==> src/logic/voters.svh <==
`ifndef VOTERS_SVH
`define VOTERS_SVH

// Bitwise majority of three copies, written back into three copies
// Arguments are arrays indexed 0 to 2
`define VOTE3TO3(in_v, out_v) \
    out_v[0] = (in_v[0] & in_v[1]) | (in_v[1] & in_v[2]) | (in_v[0] & in_v[2]); \
    out_v[1] = (in_v[0] & in_v[1]) | (in_v[1] & in_v[2]) | (in_v[0] & in_v[2]); \
    out_v[2] = (in_v[0] & in_v[1]) | (in_v[1] & in_v[2]) | (in_v[0] & in_v[2])

// Bitwise majority of three copies into a single value
`define VOTE3TO1(in_v, out_s) \
    out_s = (in_v[0] & in_v[1]) | (in_v[1] & in_v[2]) | (in_v[0] & in_v[2])

`endif
==> src/logic/tdmr_pkg.sv <==
package tdmr_pkg;

    // Word and sequence id widths
    localparam int unsigned DATA_WIDTH = 16;
    localparam int unsigned ID_WIDTH   = 3;

    // Constant mixed into every word by the second pipeline stage
    localparam logic [DATA_WIDTH-1:0] PIPE_KEY = 16'hA5A5;

    // Input side FSM encoding
    localparam logic [1:0] ST_STORE_AND_SEND = 2'd0;
    localparam logic [1:0] ST_SEND           = 2'd1;
    localparam logic [1:0] ST_REPLICATE      = 2'd2;

    // Output side pairing state
    localparam logic END_WAIT_FIRST  = 1'b0;
    localparam logic END_WAIT_SECOND = 1'b1;

    typedef logic [DATA_WIDTH-1:0] data_t;

    // Top bit is the parity of the counter bits below it
    typedef logic [ID_WIDTH-1:0] id_t;

    // One copy of a word on its way through the pipeline
    typedef struct packed {
        data_t data;
        id_t   id;
    } tdmr_item_t;

    // Paired result leaving the channel
    typedef struct packed {
        data_t data;
        logic  error;
    } tdmr_result_t;

endpackage

==> src/logic/tdmr_top.sv <==
module tdmr_top import tdmr_pkg::*; (
    input  logic         clk_i,
    input  logic         rst_ni,

    input  data_t        data_i,
    input  logic         valid_i,
    output logic         ready_o,

    input  logic         fault_i,

    output tdmr_result_t result_o,
    output logic         valid_o,
    input  logic         ready_i
);

    tdmr_item_t start_item, pipe_item;
    logic       start_valid, start_ready;
    logic       pipe_valid, pipe_ready;

    tdmr_start u_start (
        .clk_i   (clk_i),
        .rst_ni  (rst_ni),
        .data_i  (data_i),
        .valid_i (valid_i),
        .ready_o (ready_o),
        .item_o  (start_item),
        .valid_o (start_valid),
        .ready_i (start_ready)
    );

    tdmr_pipeline u_pipeline (
        .clk_i   (clk_i),
        .rst_ni  (rst_ni),
        .item_i  (start_item),
        .valid_i (start_valid),
        .ready_o (start_ready),
        .fault_i (fault_i),
        .item_o  (pipe_item),
        .valid_o (pipe_valid),
        .ready_i (pipe_ready)
    );

    tdmr_end u_end (
        .clk_i    (clk_i),
        .rst_ni   (rst_ni),
        .item_i   (pipe_item),
        .valid_i  (pipe_valid),
        .ready_o  (pipe_ready),
        .result_o (result_o),
        .valid_o  (valid_o),
        .ready_i  (ready_i)
    );

endmodule

==> src/logic/tdmr_end.sv <==
`include "voters.svh"

module tdmr_end import tdmr_pkg::*; (
    input  logic         clk_i,
    input  logic         rst_ni,

    // From the pipeline
    input  tdmr_item_t   item_i,
    input  logic         valid_i,
    output logic         ready_o,

    // Downstream
    output tdmr_result_t result_o,
    output logic         valid_o,
    input  logic         ready_i
);

    logic [2:0]   state_v, state_d, state_q;
    logic         state_cur;
    logic         take;
    logic         pair_done;
    logic         mismatch;
    tdmr_item_t   first_q;
    tdmr_result_t result_q;
    logic         result_valid_q;

    // Hold off the pipeline while a result is still pending
    assign ready_o = ~result_valid_q | ready_i;
    assign take    = valid_i & ready_o;

    // Second copy arriving completes a pair
    assign pair_done = take & (state_cur == END_WAIT_SECOND);

    // Any difference in data or id means one copy was hit
    assign mismatch = (item_i.data != first_q.data) | (item_i.id != first_q.id);

    always_comb begin : next_state_logic
        for (int r = 0; r < 3; r++) begin
            state_v[r] = state_q[r];
            if (take) begin
                if (state_q[r] == END_WAIT_FIRST) begin
                    state_v[r] = END_WAIT_SECOND;
                end else begin
                    state_v[r] = END_WAIT_FIRST;
                end
            end
        end
    end

    always_comb begin : voting_logic
        `VOTE3TO3(state_v, state_d);
        `VOTE3TO1(state_q, state_cur);
    end

    always_ff @(posedge clk_i or negedge rst_ni) begin : state_ff
        if (!rst_ni) begin
            state_q        <= {3{END_WAIT_FIRST}};
            result_valid_q <= 1'b0;
        end else begin
            state_q <= state_d;
            if (pair_done) begin
                result_valid_q <= 1'b1;
            end else if (ready_i) begin
                result_valid_q <= 1'b0;
            end
        end
    end

    always_ff @(posedge clk_i) begin : data_ff
        if (take && state_cur == END_WAIT_FIRST) begin
            first_q <= item_i;
        end
        // The second copy supplies the data word
        if (pair_done) begin
            result_q.data  <= item_i.data;
            result_q.error <= mismatch;
        end
    end

    assign result_o = result_q;
    assign valid_o  = result_valid_q;

endmodule

==> src/logic/tdmr_pipeline.sv <==
module tdmr_pipeline import tdmr_pkg::*; (
    input  logic       clk_i,
    input  logic       rst_ni,

    input  tdmr_item_t item_i,
    input  logic       valid_i,
    output logic       ready_o,

    // Flips bit 0 of the value stored in stage 1
    input  logic       fault_i,

    output tdmr_item_t item_o,
    output logic       valid_o,
    input  logic       ready_i
);

    tdmr_item_t s1_next, s2_next;
    tdmr_item_t s1_q, s2_q;
    logic       s1_valid_q, s2_valid_q;
    logic       s1_en, s2_en;

    // A stage moves when it is empty or the stage after it moves
    assign s2_en   = ~s2_valid_q | ready_i;
    assign s1_en   = ~s1_valid_q | s2_en;
    assign ready_o = s1_en;

    always_comb begin : stage_logic
        s1_next         = item_i;
        s1_next.data    = (item_i.data << 1) + item_i.data;
        s1_next.data[0] = s1_next.data[0] ^ fault_i;

        s2_next      = s1_q;
        s2_next.data = s1_q.data ^ PIPE_KEY;
    end

    always_ff @(posedge clk_i or negedge rst_ni) begin : valid_ff
        if (!rst_ni) begin
            s1_valid_q <= 1'b0;
            s2_valid_q <= 1'b0;
        end else begin
            if (s1_en) begin
                s1_valid_q <= valid_i;
            end
            if (s2_en) begin
                s2_valid_q <= s1_valid_q;
            end
        end
    end

    always_ff @(posedge clk_i) begin : data_ff
        if (s1_en && valid_i) begin
            s1_q <= s1_next;
        end
        if (s2_en && s1_valid_q) begin
            s2_q <= s2_next;
        end
    end

    assign item_o  = s2_q;
    assign valid_o = s2_valid_q;

endmodule

==> src/logic/tdmr_start.sv <==
`include "voters.svh"

module tdmr_start import tdmr_pkg::*; (
    input  logic       clk_i,
    input  logic       rst_ni,

    // Upstream
    input  data_t      data_i,
    input  logic       valid_i,
    output logic       ready_o,

    // Towards the pipeline
    output tdmr_item_t item_o,
    output logic       valid_o,
    input  logic       ready_i
);

    logic [2:0][1:0]          state_v, state_d, state_q;
    logic [1:0]               state_cur;
    data_t [2:0]              data_d, data_q;
    id_t [2:0]                id_v, id_d, id_q, id_next;
    logic [2:0][ID_WIDTH-2:0] cnt_next;

    // Each copy works out its own next state from its own stored state
    always_comb begin : next_state_logic
        for (int r = 0; r < 3; r++) begin
            state_v[r] = state_q[r];
            data_d[r]  = data_q[r];
            id_v[r]    = id_q[r];

            // Counter step with fresh parity on top
            cnt_next[r] = id_q[r][ID_WIDTH-2:0] + (ID_WIDTH-1)'(1);
            id_next[r]  = {^cnt_next[r], cnt_next[r]};

            case (state_q[r])
                ST_STORE_AND_SEND: begin
                    if (valid_i) begin
                        data_d[r] = data_i;
                        id_v[r]   = id_next[r];
                        // First copy goes out right away if the pipeline takes it
                        state_v[r] = ready_i ? ST_REPLICATE : ST_SEND;
                    end
                end
                ST_SEND: begin
                    if (ready_i) begin
                        state_v[r] = ST_REPLICATE;
                    end
                end
                ST_REPLICATE: begin
                    if (ready_i) begin
                        state_v[r] = ST_STORE_AND_SEND;
                    end
                end
                default: begin
                    state_v[r] = ST_STORE_AND_SEND;
                end
            endcase
        end
    end

    always_comb begin : voting_logic
        `VOTE3TO3(state_v, state_d);
        `VOTE3TO3(id_v, id_d);
        `VOTE3TO1(state_q, state_cur);
    end

    always_ff @(posedge clk_i or negedge rst_ni) begin : state_ff
        if (!rst_ni) begin
            state_q <= {3{ST_STORE_AND_SEND}};
            id_q    <= '0;
        end else begin
            state_q <= state_d;
            id_q    <= id_d;
        end
    end

    always_ff @(posedge clk_i) begin : data_ff
        data_q <= data_d;
    end

    // Idle passes the upstream valid through, otherwise the stored word is offered
    always_comb begin : output_logic
        case (state_cur)
            ST_STORE_AND_SEND: begin
                valid_o = valid_i;
                ready_o = 1'b1;
            end
            default: begin
                valid_o = 1'b1;
                ready_o = 1'b0;
            end
        endcase
    end

    always_comb begin : output_voters
        `VOTE3TO1(data_d, item_o.data);
        `VOTE3TO1(id_v, item_o.id);
    end

endmodule

==> config.mk <==
export PLATFORM = sky130hd
export DESIGN_NAME = tdmr_top
export DESIGN_NICKNAME = d
export VERILOG_FILES = /design/src/logic/tdmr_pkg.sv /design/src/logic/tdmr_top.sv /design/src/logic/tdmr_end.sv /design/src/logic/tdmr_pipeline.sv /design/src/logic/tdmr_start.sv
export VERILOG_INCLUDE_DIRS = /design/src /design/src/logic
export SDC_FILE = /design/constraint.sdc
export NUM_CORES = 1
export LEC_CHECK = 0
export BUFFER_PORTS_ARGS = -buffer_cell sky130_fd_sc_hd__buf_4
export CORE_MARGIN = 4
export CORE_UTILIZATION = 50
export DETAILED_ROUTE_END_ITERATION = 6
export PLACE_DENSITY = 0.68
export SYNTH_ARGS = -nofsm -noshare
export SYNTH_HDL_FRONTEND = slang
export SYNTH_SLANG_ARGS = --single-unit
==> constraint.sdc <==
create_clock -name clk_i -period 6.73 [get_ports clk_i]
set_input_delay 1.0095 -clock clk_i [delete_from_list [all_inputs] [get_ports clk_i]]
set_output_delay 1.0095 -clock clk_i [all_outputs]
set_load 0.03 [all_outputs]
==> metrics.yaml <==
status: "complete, no violations"
multi_input_area_um2: 1690
drc: 0
final_util: 0.627
postSynth.topFlopCell: "edfxtp_1"
total_leakage_power_nw: 2.66
ys_types: 48
crit_path_frequent_cell: "buf_4"
worst_pin_slew_ns: 1.07
ir_drop_v: 0.000288
clock_latency_ns: 0.51
crit_type: "input pin to register"
ys_seq_elements: 131
clockBufferDepth: 2
min_path_type: "input pin to async pin"
finalClockSkew_ns: 0.00783
async_reset_ff_frac: 0.0687
path_cells: "buf_4 > nor3b_2 > buf_4 > nand2_1 > o31ai_1 > ha_1 > fa_1 > a211o_1 > a2111oi_1 > o31a_1 > o22ai_1 > a41oi_2 > xnor2_1"
dp_hpwl_mm: 5.44
post_cts_buffers: 0
switching_share: 0.348
grt_pass1_wl_mm: 13.7
drv_slew: 0
cp.arrival_ns: 4.29
startpoint_type: "input pin"
synth_nets: 472
yosys_warnings: 0
clkPwrFrac: 0.241
cts_root_buffer: "clkbuf_8"
relSlewSlack: 0.286
synth_top_area_frac: 0.429
htreeDepth: 4
vias: 3224
power_frac_seq: 0.418
globalplace.congestion: 0.869
groute.usage.overall: 0.148
initial_core_util: 0.521
wl_mm: 8.04
worstPathMaxFanout: 29
ff_latch_area_um2: 3410
antenna_found_initial: 0
port_buffers: 39
power_density_nw_per_um2: 619
synthTopCellsByArea: "edfxtp_1, dfxtp_1, nand2_1"
ctsResizeCount: 0
finalCriticalPeriod_ns: 4.03
cts_tree: "done"
cp_top_family: "compound AO/OA/AOI/OAI gates"
die_h_um: 110
area_growth_pct: 20.5
synth_area_um2: 5180
fp.coreArea_um2: 9950
ant_nets: 0
cp_slowest_stage_delay_ns: 0.68
first_global_vias: 3073
layout_commonest_cell: "nand2_1"
pin_count: 40
vias_per_cell: 5.07
synth_seq_area_share: 0.657
drive_gt1_frac: 0.159
rsz0062_at_grt: "false"
die_x_um: 110
power.switching_mw: 1.34
final_cell_mix: "nand2_1, edfxtp_1, dfxtp_1, buf_4, xnor2_1"
fillers: 753
drt_iter0_markers: 131
required_ns: 6.99
die_area_um2: 12100
cts_hold_buf: 0
synth_top_cell_by_area: "edfxtp_1"
crit_path_end_kind: "register"
cap_viol_max_count: 0
first_pass_iters: 4
cts.reportedPaths.clkPinSlew_ns: 0.06
synth-edff-count: 74
syn_avg_cell_area_um2: 11.8
path_buf_inv: 2
hold_viol_final: 0
wl_per_cell_um: 12.6
numClockSinks: 131
globalRouteOverflowTotal: 0
num-nets-final: 524
crit_slowest_cell: "a2111oi_1"
fin_crit_sh: 0.599
grt_max_degree: 53
synthCells: 438
comb_power_share: 0.341
internal-power_mw: 2.52
tns_ns: 0
antennaDiodeCount: 0
max_freq_mhz: 248
cts_buffers: 17
setup_viol: 0
rows: 36
==> power by group through the flow <==
stage / logic (mW) / registers, mW / clock network, mW
floorplan: 0.936 / 1.67 / 0
global placement: 1.28 / 1.61 / 0
detailed placement: 1.30 / 1.63 / 0
CTS: 1.32 / 1.62 / 0.953
global route: 1.48 / 1.67 / 0.994
finish: 1.32 / 1.61 / 0.933
==> worst paths after layout <==
path / startpoint / end / slack (ns) / cells after the start
max in group asynchronous: rst_ni / u_start.state_q[1] / 6.28 / 1
min: rst_ni / u_end.state_q[0] / 0.31 / 1
max: valid_i / u_pipeline.s1_q[16] / 2.70 / 13
min in group clk_i: u_pipeline.s1_q[17] / u_pipeline.item_o[17] / 0.42 / 0
max reg2reg: u_start.state_q[0] / u_pipeline.s1_q[16] / 2.84 / 11
min reg2reg: u_pipeline.s1_q[17] / u_pipeline.item_o[17] / 0.42 / 0
==> per-stage QoR <==
stage          cells  hold slack (ns)  instance area, µm²  power [mW]  worst slack (ns)
2_1_floorplan    438            0.400                5180        2.61              2.64
3_3_place_gp     604            0.402                5630        2.88              2.37
3_5_place_dp     604            0.405                5630        2.94              2.26
4_1_cts          636            0.291                6240        3.89              2.79
5_1_grt          636            0.299                6240        4.14              2.58
6_report         636            0.309                6240        3.86              2.70
==> Yosys cell counts (2+ instances only) <==
cell type and instances:
a31oi_1 2, inv_1 14, xnor2_1 31, a211oi_1 4, xor2_1 3, clkbuf_1 5, nand3_1 2, o21bai_1 2
nand2_1 111, ha_1 12, a21o_1 7, o21a_1 2, or4bb_1 2, dfrtp_1 9, edfxtp_1 74, o31a_1 2
o211ai_1 3, a21oi_1 24, o31ai_1 13, dfxtp_1 48, or2_2 2, nor3_1 3, and2_1 2, o21ai_0 6
nand2b_1 3, buf_1 2, nor2_1 24, nand4_1 6
==> kinds of logic (layout without fill, tap and decap cells) <==
| group | after synthesis | count (layout) | share of synthesized area |
|---|---|---|---|
| AOI/OAI and AO/OA | 72 | 72 | 0.0929 |
| xor gates and xnor gates | 34 | 34 | 0.0574 |
| adders and majority gates | 14 | 14 | 0.0348 |
| buffers and inverters | 23 | 88 | 0.0183 |
| DFF | 131 | 131 | 0.657 |
| muxes | 2 | 2 | 0.00628 |
| and+or+nand+nor | 162 | 162 | 0.133 |
==> sequential cells by signal (all words and copies together) (netlist names) <==
name and cells:
u_pipeline.valid_o 1, u_end.first_q 19, u_start.id_q 3, u_end.valid_o 1
u_pipeline.item_o 19, u_start.state_q 2, u_pipeline.s1_valid_q 1, u_pipeline.s1_q 19
u_end.state_q 1, u_end.result_o 17, u_start.data_q 48
==> layer usage <==
| metal | wire (µm) | track usage |
|---|---|---|
| met2 | 3950 | 0.240 |
| met1 | 3670 | 0.184 |
| met5 | 0 | 0 |
| met3 | 287 | 0.0458 |
| met4 | 125 | 0.0614 |
==> worst reg2reg max path, cell delays in order, from the launching register on <==
cell and delay, ns:
dfrtp_1 0.46, nor3b_2 0.20, buf_4 0.31, o31ai_1 0.22
ha_1 0.28, fa_1 0.43, a211o_1 0.35, a2111oi_1 0.68
o31a_1 0.25, o22ai_1 0.14, a41oi_2 0.24, xnor2_1 0.08
==> final cells by class <==
| cell class | instances | area share |
|---|---|---|
| clock buffers | 17 | 0.0663 |
| clock inverters | 15 | 0.0315 |
| inverters | 14 | 0.00842 |
| multi-input cells | 284 | 0.271 |
| flip-flops and latches | 131 | 0.546 |
| well taps | 133 | 0.0266 |
| repair buffers | 42 | 0.0505 |
No activity file was read; power rests on OpenSTA's default activity.
